==> src/video_pkg.sv <==
package video_pkg;

    ////////////////////////////////////////////////////////////////////////////
    // Pixel format

    // 4:4:4 colour, red in the top nibble
    typedef struct packed {
        logic [3:0] red;
        logic [3:0] green;
        logic [3:0] blue;
    } pixel_t;

    localparam pixel_t PIXEL_BLACK = '0;

    ////////////////////////////////////////////////////////////////////////////
    // Drawing commands

    typedef enum logic [1:0] {
        PAT_SOLID    = 2'd0,
        PAT_CHECKER  = 2'd1,
        PAT_GRADIENT = 2'd2,
        PAT_BORDER   = 2'd3
    } pattern_e;

    // Latched by the drawer at the start of each pass
    typedef struct packed {
        pattern_e pattern;
        pixel_t   colour;
    } draw_cmd_t;

    ////////////////////////////////////////////////////////////////////////////
    // Display output

    // Syncs are active low
    typedef struct packed {
        logic   hsync;
        logic   vsync;
        pixel_t colour;
    } vga_out_t;

endpackage

==> src/pattern_drawer.sv <==
`timescale 1ns/1ps

module pattern_drawer #(
    parameter int BUF_WIDTH  = 16,
    parameter int BUF_HEIGHT = 12
) (
    input  logic                                     clk_display,
    input  logic                                     rstn_display,
    input  video_pkg::draw_cmd_t                     draw_cmd,
    input  logic                                     draw_start,
    input  logic                                     draw_ack,
    output logic                                     wr_en,
    output logic [$clog2(BUF_WIDTH*BUF_HEIGHT)-1:0] wr_addr,
    output video_pkg::pixel_t                        wr_data,
    output logic                                     frame_done
);

    localparam int DEPTH  = BUF_WIDTH * BUF_HEIGHT;
    localparam int ADDR_W = $clog2(DEPTH);
    localparam int BX_W   = $clog2(BUF_WIDTH);
    localparam int BY_W   = $clog2(BUF_HEIGHT);

    typedef enum logic [1:0] {
        ST_IDLE,
        ST_DRAW,
        ST_DONE
    } state_e;

    state_e               state;
    logic [BX_W-1:0]      bx;
    logic [BY_W-1:0]      by;
    video_pkg::draw_cmd_t cmd_q;
    logic                 last_px;
    logic                 on_edge;

    assign last_px = (bx == BX_W'(BUF_WIDTH - 1)) && (by == BY_W'(BUF_HEIGHT - 1));

    ////////////////////////////////////////////////////////////////////////////
    // Pass sequencing

    always_ff @(posedge clk_display or negedge rstn_display) begin
        if (!rstn_display) begin
            state <= ST_IDLE;
            bx    <= '0;
            by    <= '0;
        end else begin
            case (state)
                ST_IDLE: begin
                    if (draw_start) begin
                        state <= ST_DRAW;
                        bx    <= '0;
                        by    <= '0;
                    end
                end
                ST_DRAW: begin
                    if (last_px) begin
                        state <= ST_DONE;
                    end else if (bx == BX_W'(BUF_WIDTH - 1)) begin
                        bx <= '0;
                        by <= by + 1'b1;
                    end else begin
                        bx <= bx + 1'b1;
                    end
                end
                // Hold frame_done until the swap is taken
                ST_DONE: begin
                    if (draw_ack) begin
                        state <= ST_IDLE;
                    end
                end
                default: state <= ST_IDLE;
            endcase
        end
    end

    // Command register, loaded once per pass
    always_ff @(posedge clk_display) begin
        if (draw_start) begin
            cmd_q <= draw_cmd;
        end
    end

    ////////////////////////////////////////////////////////////////////////////
    // Pixel generation

    assign on_edge = (bx == '0) || (bx == BX_W'(BUF_WIDTH - 1)) ||
                     (by == '0) || (by == BY_W'(BUF_HEIGHT - 1));

    always_comb begin
        case (cmd_q.pattern)
            video_pkg::PAT_SOLID:
                wr_data = cmd_q.colour;
            // 2x2 buffer-pixel cells
            video_pkg::PAT_CHECKER:
                wr_data = (bx[1] ^ by[1]) ? video_pkg::pixel_t'(~cmd_q.colour) : cmd_q.colour;
            video_pkg::PAT_GRADIENT:
                wr_data = '{red: 4'(bx), green: 4'(by), blue: cmd_q.colour.blue};
            default:
                wr_data = on_edge ? cmd_q.colour : video_pkg::PIXEL_BLACK;
        endcase
    end

    assign wr_en      = (state == ST_DRAW);
    assign wr_addr    = ADDR_W'(by * BUF_WIDTH + bx);
    assign frame_done = (state == ST_DONE);

    a_addr_range: assert property (
        @(posedge clk_display) disable iff (!rstn_display)
        wr_en |-> (int'(wr_addr) < DEPTH)
    );

endmodule

==> config.mk <==
export PLATFORM = sky130hd
export DESIGN_NAME = pattern_drawer
export DESIGN_NICKNAME = d
export VERILOG_FILES = /design/src/video_pkg.sv /design/src/pattern_drawer.sv
export SDC_FILE = /design/constraint.sdc
export NUM_CORES = 1
export LEC_CHECK = 0
export BUFFER_PORTS_ARGS = -buffer_cell sky130_fd_sc_hd__clkbuf_2
export CAP_MARGIN = 20
export CORE_MARGIN = 2
export CORE_UTILIZATION = 45
export DETAILED_ROUTE_END_ITERATION = 10
export PLACE_DENSITY_LB_ADDON = 0.3
export SYNTH_ARGS = -nofsm -noshare
export SYNTH_HDL_FRONTEND = slang
export SYNTH_SLANG_ARGS = --single-unit
==> constraint.sdc <==
create_clock -name clk_display -period 2.6 [get_ports clk_display]
set_clock_uncertainty 0.1 [all_clocks]
set_input_delay 0.52 -clock clk_display [delete_from_list [all_inputs] [get_ports clk_display]]
set_output_delay 0.52 -clock clk_display [all_outputs]
set_load 0.03 [all_outputs]
==> flow_metrics.py <==
metrics = {
    "placed_design": {
        "place.detailed.hpwl_um": 2340,
        "post-place-ws_ns": 0.0653,
        "port_buffers": 39,
        "place.gp.congestion": 0.861,
        "detailed_place.area_um2": 1630,
    },
    "global_routing": {
        "overflow": 0,
        "grt_pass1_vias": 1186,
        "grt_usage": 0.203,
        "grt_max_degree": 16,
        "antenna_found_initial": 0,
        "grt_pass1_wl_um": 5280,
    },
    "critical_path": {
        "crit_path_top_delay_cell": "or4_4",
        "cp-start-kind": "flip-flop",
        "max_stage_delay_ns": 0.54,
        "crit_path_end_kind": "output pin",
        "reg2regPathDepth": 6,
        "crit_arrival_ns": 2.24,
        "crit_chain": "ha_4 -> and3_4 -> or4_4 -> a21bo_4 -> o2bb2ai_2 -> clkbuf_8",
        "critical_path_required_ns": 1.98,
        "critical_path_class": "flip-flop to output pin",
        "critPathMaxFanout": 4,
    },
    "finish": {
        "mostFrequentLayoutCell": "clkbuf_2",
        "nNetsFinal": 202,
        "drive_gt1_frac": 0.486,
        "diodes": 0,
        "area_growth_pct": 40.4,
        "layout_common_cells": "27 x clkbuf_2, 22 x buf_4, 14 x edfxtp_1",
        "finalInstanceArea_um2": 1880,
    },
    "sta": {
        "hold_viol_final": 0,
        "setup_violations": 12,
        "slew_viol_final": 0,
        "rsz0062_at_grt": "true",
        "setup_tns_ns": -1.86,
        "slew_headroom": 0.425,
        "fin_crit_ns": 2.86,
        "worst_pin_slew_ns": 0.861,
        "max_freq_ghz": 0.349,
        "min_period_over_period": 1.10,
        "fin_ws_ns": -0.263,
    },
    "die": {
        "rows": 19,
        "coreArea_um2": 2810,
        "die_x_um": 58.6,
        "die_h_um": 58.6,
        "initial_core_util": 0.479,
        "io_pins": 40,
        "design.die.area_um2": 3440,
    },
    "detailed_routing": {
        "drc": 1,
        "drt_iter0_markers": 37,
        "totalWireLength_um": 3520,
        "first_pass_iters": 7,
        "post_drt_wl_per_cell_um": 16.8,
        "vias": 1191,
        "route.antenna.remaining_nets": 0,
        "vias_per_cell": 5.67,
        "route.met2.wl_um": 1820,
        "met3_length_um": 211,
        "routed.top_layer": "met4",
        "m1WireLength_um": 1430,
    },
    "worst_hold_path": {
        "hp-class": "input port to flip-flop",
        "hold_path_depth": 2,
    },
    "logic_synthesis": {
        "synthCells": 125,
        "synthFlopType": "edfxtp_1",
        "yosysSeqAreaShare": 0.500,
        "async_flop_share": 0.417,
        "synth_area_per_cell_um2": 10.7,
        "synth-edff-count": 14,
        "synth_cell_types": 37,
        "ys_ff_latch": 24,
        "synth_area_um2": 1340,
        "syn-num-nets": 147,
        "yosys_warnings": 0,
    },
    "pwr": {
        "ir_drop_v": 0.000572,
        "cellPowerDensity_nw_per_um2": 1040,
        "p_leak_uw": 0.000814,
    },
    "status": {
        "status": "finished, violations left",
        "violations": "DRC, setup timing",
    },
    "clocking": {
        "cts_num_sinks": 24,
        "cts_buffer_depth": 2,
        "htreeDepth": 1,
        "root_buffer": "clkbuf_4",
        "cts_buffers": 3,
        "cts_tree": "yes",
        "path_clk_slew_ns": 0.14,
        "clock_latency_ns": 0.32,
    },
    "flow_run": {
        "maxCapViolCount": 0,
    },
}
-- registers in the layout, summed over array words and instances (netlist names) --
| name | cells |
|---|---|
| cmd_q | 14 |
| bx | 4 |
| by | 4 |
| state | 2 |
-- timing repair --
item                       CTS  global route
setup buffers                5             1
gates resized for setup     21            36
setup endpoints to repair   12            12
hold buffers                 1             0
pin swaps                    3             3
hold endpoints to repair    10             0
-- synthesized netlist by cell type, types with 2 or more instances --
master	number	area, um2
a211oi_1	3	22.5
a21oi_1	2	10.0
a22oi_1	7	52.6
buf_2	2	10.0
dfrtp_1	10	250
edfxtp_1	14	420
ha_1	4	50.1
inv_1	7	26.3
nand2_1	12	45.0
nand2b_1	3	18.8
nand3_1	6	30.0
nor2_1	2	7.51
nor2b_1	3	18.8
nor3b_1	2	15.0
o21a_1	4	30.0
o21ai_0	12	60.1
o2bb2ai_1	4	35.0
xnor2_1	2	17.5
xor2_1	8	70.1
-- stage by stage --
step	hold slack, ns	instances	power [uW]	utilization
after global routing	0.254	210	2080	0.672
after detailed placement	0.301	199	1500	0.579
after global placement	0.295	199	1470	0.579
after CTS	0.272	209	1830	0.638
final	0.268	210	1970	0.672
after floorplan	0.124	125	1210	-
-- layout make-up --
cell class / instances / area (um2)
Sequential cell: 24 / 674
Tap cell: 31 / 38.8
Clock buffer: 3 / 22.5
Timing Repair Buffer: 55 / 365
Multi-Input combinational cell: 89 / 753
Inverter: 7 / 26.3
Fill cell: 225 / 921
Clock inverter: 1 / 3.75
-- logic make-up (layout without fill, tap and decap cells) --
group                    after synthesis  in the layout  synth area share
AO/OA/AOI/OAI                         41             41             0.219
XOR/XNOR                              10             10            0.0652
buffers and inverters                 12             66            0.0410
adder cells (fa/ha/maj)                4              4            0.0373
multiplexers                           1              1           0.00839
flip-flops                            24             24             0.500
AND/OR/NAND/NOR                       33             33             0.130
-- power breakdown --
| group | total (uW) | switching (uW) | internal [uW] |
|---|---|---|---|
| sequential | 595 | 117 | 478 |
| combinational | 1200 | 663 | 538 |
| clock | 170 | 114 | 56.2 |
| total | 1970 | 895 | 1070 |
-- critical path: cells and delay by family (launching register included) --
family	cells	cell delay [ns]
simple gates	2	0.72
compound gates	2	0.40
buf+inv	1	0.16
flops	1	0.47
fa+ha+maj	1	0.17
-- worst paths after layout --
check | from | endpoint | slack, ns
setup / recovery | bx[1]$_DFFE_PN0P_ | wr_data[2] | -0.26
hold / removal | draw_ack | state[1]$_DFFE_PN0P_ | 0.27
setup reg to reg | by[0]$_DFFE_PN0P_ | by[0]$_DFFE_PN0P_ | 0.67
hold reg to reg | state[1]$_DFFE_PN0P_ | state[1]$_DFFE_PN0P_ | 0.52
max in group asynchronous | rstn_display | by[1]$_DFFE_PN0P_ | 1.71
min in group asynchronous | rstn_display | bx[3]$_DFFE_PN0P_ | 0.48
-- metal layers --
| layer | vias up | global-route usage |
|---|---|---|
| li1 | 568 | - |
| met1 | 566 | 0.266 |
| met2 | 49 | 0.348 |
| met3 | 8 | 0.0330 |
| met4 | 0 | 0.0552 |
| met5 | - | 0 |
Power figures use the tool's default switching activity.
