==> src/video_pkg.sv <==
package video_pkg;

    ////////////////////////////////////////////////////////////////////////////
    // Pixel format

    // 4:4:4 colour, red in the top nibble
    typedef struct packed {
        logic [3:0] red;
        logic [3:0] green;
        logic [3:0] blue;
    } pixel_t;

    localparam pixel_t PIXEL_BLACK = '0;

    ////////////////////////////////////////////////////////////////////////////
    // Drawing commands

    typedef enum logic [1:0] {
        PAT_SOLID    = 2'd0,
        PAT_CHECKER  = 2'd1,
        PAT_GRADIENT = 2'd2,
        PAT_BORDER   = 2'd3
    } pattern_e;

    // Latched by the drawer at the start of each pass
    typedef struct packed {
        pattern_e pattern;
        pixel_t   colour;
    } draw_cmd_t;

    ////////////////////////////////////////////////////////////////////////////
    // Display output

    // Syncs are active low
    typedef struct packed {
        logic   hsync;
        logic   vsync;
        pixel_t colour;
    } vga_out_t;

endpackage

==> src/display_scanout.sv <==
`timescale 1ns/1ps

module display_scanout #(
    parameter int BUF_WIDTH  = 16,
    parameter int BUF_HEIGHT = 12,
    parameter int SCALE_LOG2 = 1,
    parameter int H_FRONT    = 2,
    parameter int H_SYNC     = 4,
    parameter int H_BACK     = 2,
    parameter int V_FRONT    = 1,
    parameter int V_SYNC     = 2,
    parameter int V_BACK     = 1
) (
    input  logic                                     clk_display,
    input  logic                                     rstn_display,
    input  video_pkg::pixel_t                        rd_data,
    output logic [$clog2(BUF_WIDTH*BUF_HEIGHT)-1:0] rd_addr,
    output video_pkg::vga_out_t                      vga
);

    localparam int H_ACTIVE = BUF_WIDTH << SCALE_LOG2;
    localparam int V_ACTIVE = BUF_HEIGHT << SCALE_LOG2;
    localparam int H_TOTAL  = H_ACTIVE + H_FRONT + H_SYNC + H_BACK;
    localparam int V_TOTAL  = V_ACTIVE + V_FRONT + V_SYNC + V_BACK;
    localparam int HC_W     = $clog2(H_TOTAL);
    localparam int VC_W     = $clog2(V_TOTAL);
    localparam int ADDR_W   = $clog2(BUF_WIDTH * BUF_HEIGHT);
    localparam int BX_W     = $clog2(BUF_WIDTH);
    localparam int BY_W     = $clog2(BUF_HEIGHT);

    logic [HC_W-1:0] hcnt;
    logic [VC_W-1:0] vcnt;
    logic [BX_W-1:0] buf_x;
    logic [BY_W-1:0] buf_y;
    logic            active;
    logic            hsync_n;
    logic            vsync_n;

    // Flags delayed by one cycle to line up with rd_data
    logic            active_d;
    logic            hsync_d;
    logic            vsync_d;

    ////////////////////////////////////////////////////////////////////////////
    // Raster counters

    always_ff @(posedge clk_display or negedge rstn_display) begin
        if (!rstn_display) begin
            hcnt <= '0;
            vcnt <= '0;
        end else begin
            if (hcnt == HC_W'(H_TOTAL - 1)) begin
                hcnt <= '0;
                if (vcnt == VC_W'(V_TOTAL - 1)) begin
                    vcnt <= '0;
                end else begin
                    vcnt <= vcnt + 1'b1;
                end
            end else begin
                hcnt <= hcnt + 1'b1;
            end
        end
    end

    ////////////////////////////////////////////////////////////////////////////
    // Region decode and buffer address

    always_comb begin
        active  = (hcnt < HC_W'(H_ACTIVE)) && (vcnt < VC_W'(V_ACTIVE));
        hsync_n = !((hcnt >= HC_W'(H_ACTIVE + H_FRONT)) &&
                    (hcnt < HC_W'(H_ACTIVE + H_FRONT + H_SYNC)));
        vsync_n = !((vcnt >= VC_W'(V_ACTIVE + V_FRONT)) &&
                    (vcnt < VC_W'(V_ACTIVE + V_FRONT + V_SYNC)));
    end

    // Drop the replication bits to get buffer coordinates
    assign buf_x = hcnt[SCALE_LOG2 +: BX_W];
    assign buf_y = vcnt[SCALE_LOG2 +: BY_W];

    assign rd_addr = active ? ADDR_W'(buf_y * BUF_WIDTH + buf_x) : '0;

    ////////////////////////////////////////////////////////////////////////////
    // Output pipeline

    always_ff @(posedge clk_display or negedge rstn_display) begin
        if (!rstn_display) begin
            active_d <= 1'b0;
            hsync_d  <= 1'b1;
            vsync_d  <= 1'b1;
            vga      <= '{hsync: 1'b1, vsync: 1'b1, colour: video_pkg::PIXEL_BLACK};
        end else begin
            active_d   <= active;
            hsync_d    <= hsync_n;
            vsync_d    <= vsync_n;
            vga.hsync  <= hsync_d;
            vga.vsync  <= vsync_d;
            // Black during blanking
            vga.colour <= active_d ? rd_data : video_pkg::PIXEL_BLACK;
        end
    end

    a_sync_known: assert property (
        @(posedge clk_display) disable iff (!rstn_display)
        !$isunknown({vga.hsync, vga.vsync})
    );

endmodule

==> config.mk <==
export PLATFORM = sky130hd
export DESIGN_NAME = display_scanout
export DESIGN_NICKNAME = d
export VERILOG_FILES = /design/src/video_pkg.sv /design/src/display_scanout.sv
export SDC_FILE = /design/constraint.sdc
export NUM_CORES = 1
export LEC_CHECK = 0
export BUFFER_PORTS_ARGS = -buffer_cell sky130_fd_sc_hd__clkbuf_2
export CORE_MARGIN = 2
export CORE_UTILIZATION = 35
export CTS_BUF_LIST = sky130_fd_sc_hd__clkbuf_16
export CTS_CLUSTER_SIZE = 16
export DETAILED_ROUTE_END_ITERATION = 8
export GPL_ROUTABILITY_DRIVEN = 1
export SLEW_MARGIN = 15
export SYNTH_ARGS = -nofsm -noshare
export SYNTH_HDL_FRONTEND = slang
export SYNTH_SLANG_ARGS = --single-unit
==> constraint.sdc <==
create_clock -name clk_display -period 1.75 [get_ports clk_display]
set_clock_uncertainty 0.1 [all_clocks]
set_input_delay 0.0875 -clock clk_display [delete_from_list [all_inputs] [get_ports clk_display]]
set_output_delay 0.0875 -clock clk_display [all_outputs]
set_load 0.1 [all_outputs]
==> flow_summary_export.csv <==
group,metric,value,unit
power_and_ir_drop,power.density,867,nW/um^2
routing,via_count,828,
global_route,grt_util_overall,0.128,
synth,synth_area,1140,um^2
global_route,grt-ovfl-total,0,
run,cap_viol_max_count,0,
global_route,grt_start_max_net_pins,29,
synth,post_synthesis_sequential_area_ratio,0.618,
routing,drtPass1Iterations,4,
setup_path,path_cells,"a21oi_1 -> buf_4 -> and2_1 -> buf_12",
power_and_ir_drop,power.total,1.51,mW
power_and_ir_drop,cellLeakagePower,0.801,nW
placement,port_buffers,35,
placement,postPlaceCellArea,1500,um^2
clock_network,clock_sinks,28,
sta,period_share,0.938,
sta,min_cycle_time_layout,1.64,ns
clock_network,worst_skew_pair.late_latency,0.25,ns
synth,synth-warning-count,0,
die,initial_utilization,0.371,
clock_network,clock-root-buffer,"sky130_fd_sc_hd__clkbuf_16",
die,fp.coreArea,3080,um^2
power_and_ir_drop,netSwitchingFraction,0.229,
global_route,antenna_found_initial,0,
global_route,grt_pass1_vias,799,
synth,synth-main-ff-cell,"sky130_fd_sc_hd__dfrtp_1",
clock_network,ctsHtreeMaxLevel,1,
finish,final_cell_mix,"sky130_fd_sc_hd__clkbuf_2 (27), sky130_fd_sc_hd__dfrtp_1 (24), sky130_fd_sc_hd__and2_1 (19)",
synth,synthDominantCellAreaShare,0.526,
die,placement_rows,20,
routing,drt_iter0_drc,30,
global_route,grt_first_pass_wirelength,3480,um
die,chipWidth,61.1,um
placement,gp_routability_congestion,0.741,
synth,ys_async_sr_fraction,1.00,
hold_path,kind_of_path_behind_the_tightest_hold_check,"register to register",
sta,timing.final.setup_violations,0,
setup_path,crit_type,"register to primary output",
routing,wire_per_inst,11.8,um
setup_path,critPathMaxStageDelay,0.45,ns
setup_path,critPathSlowestCell,"sky130_fd_sc_hd__dfrtp_1",
routing,drt-vias-per-instance,4.43,
synth,synth_area_leader_cell,"sky130_fd_sc_hd__dfrtp_1",
finish,layout.cells.most_common,"sky130_fd_sc_hd__clkbuf_2",
power_and_ir_drop,cellInternalPower,1.16,mW
clock_network,cts.clk_slew.worst_paths,0.07,ns
placement,detailedPlacementHpwl,1530,um
setup_path,critical_path_arrival,1.45,ns
routing,remaining_drc_errors,0,
sta,slew_violations,0,
sta,timing.setup.tns,0,ns
setup_path,setup.worst_path.start_class,"register",
setup_path,cp_data_required_time,1.56,ns
clock_network,cts-buffers-inserted,3,
sta,timing.max_slew.rel_slack,0.536,
power_and_ir_drop,pwr-share-clk,0.439,
clock_network,cts_setup_buffers,0,
synth,syn-instance-count,90,
clock_network,cts_tree,"done",
clock_network,clk_path_buf_depth,2,
synth,postSynthNetCount,107,
die,die_y,61.1,um
setup_path,crit_path_end_kind,"primary output",
finish,finalNetCount,161,
setup_path,crit_path_max_fanout,8,
finish,final_area,1740,um^2
power_and_ir_drop,combinationalPowerShare,0.119,
finish,drive_above_1_share,0.371,
finish,antenna_cells,0,
routing,route.antenna.remaining_nets,0,
power_and_ir_drop,pwr-share-seq,0.441,
power_and_ir_drop,switching_power,0.346,mW
synth,syn-mean-instance-area,12.7,um^2
sta,report.final.hold_viol_count,0,
synth,netlist_top_cells_area,"sky130_fd_sc_hd__dfrtp_1 (53%), sky130_fd_sc_hd__and2_1 (10%), sky130_fd_sc_hd__dfstp_2 (9.2%)",
run_status,status,"complete, no violations",
sta,achievable_frequency,609,MHz
finish,area_growth_syn_to_fin,52.3,%
sta,tightest_slew,0.695,ns
die,area_of_the_die,3730,um^2
die,boundaryPins,36,
sta,grt_setup_unrepaired,"false",
synth,postSynthRegisterBits,28,
synth,post_synth_num_cell_types,28,
synth,edff_count_synth,0,
power_and_ir_drop,vdd.ir_drop.worst,0.348,mV
routing,wirelength,2210,um
==> synth_stat cells, drive strengths merged (3+ instances only) <==
master	count
mux2	3
dfstp	4
nand2	3
nand3	3
ha	3
a21oi	7
dfrtp	24
and2	22
==> through the flow <==
step / setup slack, ns / hold WS (ns) / utilization / instances
after CTS: 0.110 / 0.259 / 0.565 / 187
after global placement: 0.267 / 0.0568 / 0.488 / 170
after detailed placement: 0.215 / 0.0639 / 0.488 / 170
final: 0.109 / 0.258 / 0.565 / 187
after global routing: 0.0369 / 0.269 / 0.565 / 187
after floorplan: 0.0249 / -0.308 / - / 90
==> area by class of cell <==
| cell class | instances | area [um^2] |
|---|---|---|
| Fill cell | 268 | 1340 |
| Sequential cell | 28 | 706 |
| Timing Repair Buffer | 50 | 440 |
| Multi-Input combinational cell | 60 | 428 |
| Clock buffer | 3 | 75.1 |
| Tap cell | 44 | 55.1 |
| Clock inverter | 1 | 30.0 |
| Inverter | 1 | 3.75 |
==> power by group through the flow <==
stage	combinational, mW	clock, mW	sequential, mW
final	0.179	0.662	0.665
after global routing	0.189	0.715	0.666
after CTS	0.181	0.685	0.665
after detailed placement	0.158	0	0.677
after global placement	0.157	0	0.677
after floorplan	0.00935	0	0.783
==> registers in the layout, indices dropped and copies added (netlist names) <==
name / flops
vga: 14
hsync_d: 1
hcnt: 6
vcnt: 5
active_d: 1
vsync_d: 1
==> what timing repair did <==
item	4_1_cts	5_1_grt
endpoints found under the hold margin	36	0
resized for setup	0	0
hold buffers	13	0
==> per-layer routing <==
metal,wire (um),global-route usage
met5,0,0
met4,9,0.0373
met3,191,0.0399
met2,1010,0.213
met1,999,0.159
==> kinds of logic (layout without fill, tap and decap cells) <==
logic type,count (synthesis),count (layout),synth area share
flip-flops,28,28,0.618
multiplexers,3,3,0.0296
AND/OR/NAND/NOR,41,41,0.236
adder cells (fa/ha/maj),3,3,0.0329
XOR/XNOR,4,4,0.0307
AO/OA/AOI/OAI,9,9,0.0461
buffers and inverters,2,55,0.00657
==> worst max-delay path: cells and delay by family (launching register included) <==
family                 cells  cell delay (ns)
buffers and inverters      2             0.35
AOI/OAI and AO/OA          1             0.22
and+or+nand+nor            1             0.18
DFF                        1             0.45
==> worst paths after layout <==
path / cells past startpoint / slack (ns) / end / from
worst max-delay path: 4 / 0.11 / rd_addr[1] / vcnt[3]
worst max register to register: 3 / 0.21 / vcnt[0] / hcnt[3]
worst min-delay path: 0 / 0.26 / vga[12] / vsync_d
max in group asynchronous: 2 / 0.79 / vga[2] / rstn_display
worst min register to register: 0 / 0.26 / vga[12] / vsync_d
min in group asynchronous: 2 / 0.32 / vga[11] / rstn_display
Note: power is estimated with default switching activity, not from simulation.
