===== config.mk =====
export PLATFORM = sky130hd
export DESIGN_NAME = buffer_swap
export DESIGN_NICKNAME = d
export VERILOG_FILES = /design/src/video_pkg.sv /design/src/buffer_swap.sv
export SDC_FILE = /design/constraint.sdc
export NUM_CORES = 1
export LEC_CHECK = 0
export BUFFER_PORTS_ARGS = -buffer_cell sky130_fd_sc_hd__buf_2
export CAP_MARGIN = 20
export CORE_AREA = 2 2 39 41
export CTS_CLUSTER_DIAMETER = 80
export CTS_CLUSTER_SIZE = 30
export DETAILED_ROUTE_END_ITERATION = 16
export DIE_AREA = 0 0 41 43
export MAX_ROUTING_LAYER = met4
export PLACE_DENSITY_LB_ADDON = 0.05
export REMOVE_ABC_BUFFERS = 1
export SYNTH_ARGS = -nofsm -noshare
export SYNTH_HDL_FRONTEND = slang
export SYNTH_SLANG_ARGS = --single-unit

===== constraint.sdc =====
create_clock -name clk_display -period 1.5 [get_ports clk_display]
set_input_delay 0.075 -clock clk_display [delete_from_list [all_inputs] [get_ports clk_display]]
set_output_delay 0.075 -clock clk_display [all_outputs]
set_load 0.05 [all_outputs]

===== src/video_pkg.sv =====
package video_pkg;

    ////////////////////////////////////////////////////////////////////////////
    // Pixel format

    // 4:4:4 colour, red in the top nibble
    typedef struct packed {
        logic [3:0] red;
        logic [3:0] green;
        logic [3:0] blue;
    } pixel_t;

    localparam pixel_t PIXEL_BLACK = '0;

    ////////////////////////////////////////////////////////////////////////////
    // Drawing commands

    typedef enum logic [1:0] {
        PAT_SOLID    = 2'd0,
        PAT_CHECKER  = 2'd1,
        PAT_GRADIENT = 2'd2,
        PAT_BORDER   = 2'd3
    } pattern_e;

    // Latched by the drawer at the start of each pass
    typedef struct packed {
        pattern_e pattern;
        pixel_t   colour;
    } draw_cmd_t;

    ////////////////////////////////////////////////////////////////////////////
    // Display output

    // Syncs are active low
    typedef struct packed {
        logic   hsync;
        logic   vsync;
        pixel_t colour;
    } vga_out_t;

endpackage


===== src/buffer_swap.sv =====
`timescale 1ns/1ps

module buffer_swap (
    input  logic              clk_display,
    input  logic              rstn_display,
    input  logic              vsync,
    input  logic              frame_done,
    input  logic              wr_en_in,
    input  video_pkg::pixel_t rd_data_a,
    input  video_pkg::pixel_t rd_data_b,
    output logic              front_sel,
    output logic              draw_start,
    output logic              draw_ack,
    output logic              wr_en_a,
    output logic              wr_en_b,
    output video_pkg::pixel_t rd_data
);

    logic vsync_d;
    logic rst_done;
    logic swap_req;

    ////////////////////////////////////////////////////////////////////////////
    // Swap control

    // Start of vertical sync while the back buffer is finished
    assign swap_req = vsync_d && !vsync && frame_done;
    assign draw_ack = swap_req;

    always_ff @(posedge clk_display or negedge rstn_display) begin
        if (!rstn_display) begin
            vsync_d    <= 1'b1;
            rst_done   <= 1'b0;
            front_sel  <= 1'b0;
            draw_start <= 1'b0;
        end else begin
            vsync_d  <= vsync;
            rst_done <= 1'b1;
            // One pass after reset and one per swap
            draw_start <= !rst_done || swap_req;
            if (swap_req) begin
                front_sel <= !front_sel;
            end
        end
    end

    ////////////////////////////////////////////////////////////////////////////
    // Buffer routing

    // Front is A while front_sel is low
    assign wr_en_a = wr_en_in && front_sel;
    assign wr_en_b = wr_en_in && !front_sel;
    assign rd_data = front_sel ? rd_data_b : rd_data_a;

    // The buffer put on screen never has a pass still writing into it
    a_front_no_write: assert property (
        @(posedge clk_display) disable iff (!rstn_display)
        swap_req |-> !wr_en_in
    );

endmodule


==> run_summary.xml <==
<?xml version="1.0" encoding="UTF-8"?>
<metrics>
  <group name="status">
    <metric name="outcome" unit="">completed</metric>
  </group>
  <group name="timing">
    <metric name="finalWorstPathRequiredPeriod" unit="ps">1419</metric>
    <metric name="fin_crit_sh" unit="%">94.59</metric>
    <metric name="final-setup-viol-count" unit="">0</metric>
    <metric name="finClkSkew" unit="ps">11.06</metric>
    <metric name="rsz0062_at_grt" unit="">false</metric>
    <metric name="hold_viol" unit="">0</metric>
    <metric name="maxClockFrequency" unit="GHz">0.7048</metric>
    <metric name="maxSlewViolCount" unit="">0</metric>
  </group>
  <group name="critical_path">
    <metric name="timing.critical_path.arrival" unit="ps">1340</metric>
    <metric name="r2r.worst_path.cells" unit="">2</metric>
    <metric name="critical_path.endpoint_type" unit="">primary output</metric>
    <metric name="worstSetupPathType" unit="">reg2out</metric>
    <metric name="critPathLaunchType" unit="">flop</metric>
    <metric name="reg2reg_launch_point" unit="">vsync_d</metric>
    <metric name="crit_fanout" unit="">13</metric>
    <metric name="crit_required" unit="ps">1420</metric>
    <metric name="worst_case_register_to_register_setup_slack" unit="ps">610</metric>
    <metric name="timing.rr.end" unit="">front_sel</metric>
  </group>
  <group name="global_routing">
    <metric name="top_usage_layer" unit="">met2</metric>
    <metric name="track_usage" unit="%">9.607</metric>
    <metric name="antenna_found_initial" unit="">0</metric>
    <metric name="grt_pass1_vias" unit="">295</metric>
    <metric name="grtUsageMet2" unit="%">15.31</metric>
    <metric name="grt_max_degree" unit="">14</metric>
    <metric name="global_route.usage.met3" unit="%">6.283</metric>
    <metric name="gr-total-overflow" unit="">0</metric>
    <metric name="grtUsageMet1" unit="%">9.446</metric>
    <metric name="grt_first_pass_wirelength" unit="mm">1.083</metric>
  </group>
  <group name="clocking">
    <metric name="cts.htree.levels" unit="">1</metric>
    <metric name="clk_latency" unit="ps">240</metric>
    <metric name="cts_setup_buffers" unit="">0</metric>
    <metric name="numCtsBuffers" unit="">3</metric>
    <metric name="clk_pin_slew_worst_paths" unit="ps">40</metric>
    <metric name="cts_root_buffer" unit="">sky130_fd_sc_hd__clkbuf_4</metric>
    <metric name="cts.sinks" unit="">4</metric>
    <metric name="cts_hold_repair.buffers" unit="">2</metric>
    <metric name="cts_buffer_depth" unit="">2</metric>
    <metric name="postCtsResizedCells" unit="">0</metric>
    <metric name="tritoncts_clock_tree" unit="">done</metric>
  </group>
  <group name="logic_synthesis">
    <metric name="compound_cell_area_share_of_the_yosys_netlist" unit="%">0</metric>
    <metric name="synth_cell_types" unit="">13</metric>
    <metric name="yosysSeqAreaShare" unit="%">30.00</metric>
    <metric name="post_synth_xor_area_fraction" unit="%">2.593</metric>
    <metric name="netlist_area" unit="µm²">337.8</metric>
    <metric name="post_synth_inst_count" unit="">25</metric>
    <metric name="yosys.area_share.simple" unit="%">8.148</metric>
    <metric name="synth_mux_area_share" unit="%">47.78</metric>
    <metric name="synth-warning-count" unit="">0</metric>
    <metric name="ys_seq_elements" unit="">4</metric>
    <metric name="synth-adder-area-share" unit="%">0</metric>
    <metric name="post_synth.cell_area_avg" unit="µm²">13.51</metric>
    <metric name="dominant_combinational_cell_family_by_area_after_synthesis" unit="">multiplexers</metric>
  </group>
  <group name="floorplanning">
    <metric name="area_of_the_die" unit="mm²">0.001763</metric>
    <metric name="die_height" unit="µm">43</metric>
    <metric name="die_width" unit="µm">41</metric>
    <metric name="boundaryPins" unit="">46</metric>
    <metric name="rows" unit="">14</metric>
    <metric name="floorplan.initialDensity" unit="%">24.41</metric>
    <metric name="core_area" unit="mm²">0.001384</metric>
  </group>
  <group name="final_layout">
    <metric name="final_core_utilization" unit="%">44.30</metric>
    <metric name="antenna_cells" unit="">0</metric>
    <metric name="syn_to_final_growth" unit="%">81.48</metric>
    <metric name="drive_above_1_share" unit="%">85.53</metric>
    <metric name="finish.instance_area" unit="µm²">613.1</metric>
    <metric name="finalNetCount" unit="">106</metric>
    <metric name="final.fill_count" unit="">137</metric>
  </group>
  <group name="placement">
    <metric name="placed_cell_area" unit="µm²">566.8</metric>
    <metric name="port-buffer-count" unit="">45</metric>
    <metric name="place_congestion" unit="">0.5982</metric>
    <metric name="dp_hpwl" unit="µm">689.1</metric>
  </group>
  <group name="detailed_routing">
    <metric name="vias" unit="">379</metric>
    <metric name="finalWirelength" unit="µm">830</metric>
    <metric name="drt_drc_violations_left" unit="">0</metric>
    <metric name="first_iter_violations" unit="">3</metric>
    <metric name="avgRoutedWirePerCell" unit="µm">9.022</metric>
    <metric name="drt_pre_antenna_iters" unit="">2</metric>
    <metric name="detail_route.vias_per_cell" unit="">4.120</metric>
    <metric name="route.antenna.remaining_nets" unit="">0</metric>
  </group>
  <group name="worst_hold_path">
    <metric name="min-delay-path-class" unit="">in2async</metric>
  </group>
  <group name="pwr">
    <metric name="max-vdd-ir-drop" unit="mV">0.7290</metric>
    <metric name="cellPowerDensity" unit="mW/mm²">2048</metric>
    <metric name="cellLeakagePower" unit="nW">0.3632</metric>
  </group>
  <group name="job">
    <metric name="timing.max_cap.violations" unit="">0</metric>
  </group>
</metrics>
[power by group]
part	internal, mW	switching (mW)
clock network	0.0999	0.0466
registers	0.128	0.00710
logic	0.332	0.642
[placed cells by master (no fill, tap or decap)]
master                          count
sky130_fd_sc_hd__inv_1              1
sky130_fd_sc_hd__dlygate4sd3_1      2
sky130_fd_sc_hd__nand2_1            1
sky130_fd_sc_hd__dfrtp_1            3
sky130_fd_sc_hd__buf_4              2
sky130_fd_sc_hd__dfstp_2            1
sky130_fd_sc_hd__and2_2             1
sky130_fd_sc_hd__buf_2             45
sky130_fd_sc_hd__conb_1             1
sky130_fd_sc_hd__mux2_4             7
sky130_fd_sc_hd__and2b_2            1
sky130_fd_sc_hd__mux2_2             5
sky130_fd_sc_hd__xnor2_1            1
sky130_fd_sc_hd__nand3b_1           1
sky130_fd_sc_hd__clkbuf_1           1
sky130_fd_sc_hd__clkbuf_4           3
[critical path: stages (launching register included)]
cell	delay, ps
sky130_fd_sc_hd__dfrtp_1	330
sky130_fd_sc_hd__buf_4	210
sky130_fd_sc_hd__mux2_2	350
sky130_fd_sc_hd__buf_2	210
[per-layer routing]
metal | vias up | share of wire, %
met4 | 0 | 0
li1 | 187 | -
met5 | - | 0
met1 | 158 | 34
met2 | 34 | 47
met3 | 0 | 19
[stage by stage]
step,cells,total power [mW],TNS [ps],setup WS (ps),hold WS [ps]
after detailed placement,86,1.117,0,325.8,-115.8
after global routing,92,1.327,0,4.657,174.4
after CTS,92,1.277,0,56.44,158.2
after floorplan,23,0.9141,-379.7,-75.93,-220.6
final,92,1.256,0,81.11,169.8
after global placement,86,1.116,0,337.5,-113.8
[state kept, by name, summed over array words and instances, names as in the netlist]
register    count
draw_start      1
front_sel       1
rst_done        1
vsync_d         1
[cell families after synthesis]
kind of cell / count (synthesis)
buffers and inverters: 3
multiplexers: 12
XOR/XNOR: 1
AND/OR/NAND/NOR: 4
other: 1
flip-flops: 4
[synth_stat cells]
cell type / instances / area, µm²
sky130_fd_sc_hd__and2_2: 1 / 7.510
sky130_fd_sc_hd__and2b_2: 1 / 8.760
sky130_fd_sc_hd__buf_12: 1 / 20.02
sky130_fd_sc_hd__buf_6: 1 / 11.26
sky130_fd_sc_hd__conb_1: 1 / 3.750
sky130_fd_sc_hd__dfrtp_1: 3 / 75.07
sky130_fd_sc_hd__dfstp_2: 1 / 26.28
sky130_fd_sc_hd__inv_1: 1 / 3.750
sky130_fd_sc_hd__mux2_2: 5 / 56.30
sky130_fd_sc_hd__mux2_4: 7 / 105.1
sky130_fd_sc_hd__nand2_1: 1 / 3.750
sky130_fd_sc_hd__nand3b_1: 1 / 7.510
sky130_fd_sc_hd__xnor2_1: 1 / 8.760
[worst max path at each step]
stage,from,endpoint,slack [ps],cells after the start
2_1_floorplan,front_sel,rd_data[0],-80,1
3_3_place_gp,front_sel,rd_data[9],340,3
3_5_place_dp,front_sel,rd_data[9],330,3
4_1_cts,front_sel,rd_data[9],60,3
5_1_grt,front_sel,rd_data[1],5,3
6_report,front_sel,rd_data[0],80,3
[final cells by class]
cell class,instances,area [µm²],area share [%]
clock buffer,4,26.28,4.286
inverter,1,3.754,0.6122
multi-input combinational,18,201.4,32.86
sequential,4,101.3,16.53
tap,16,20.02,3.265
timing repair buffer,49,260.3,42.45
No activity file was read; power rests on OpenSTA's default activity.
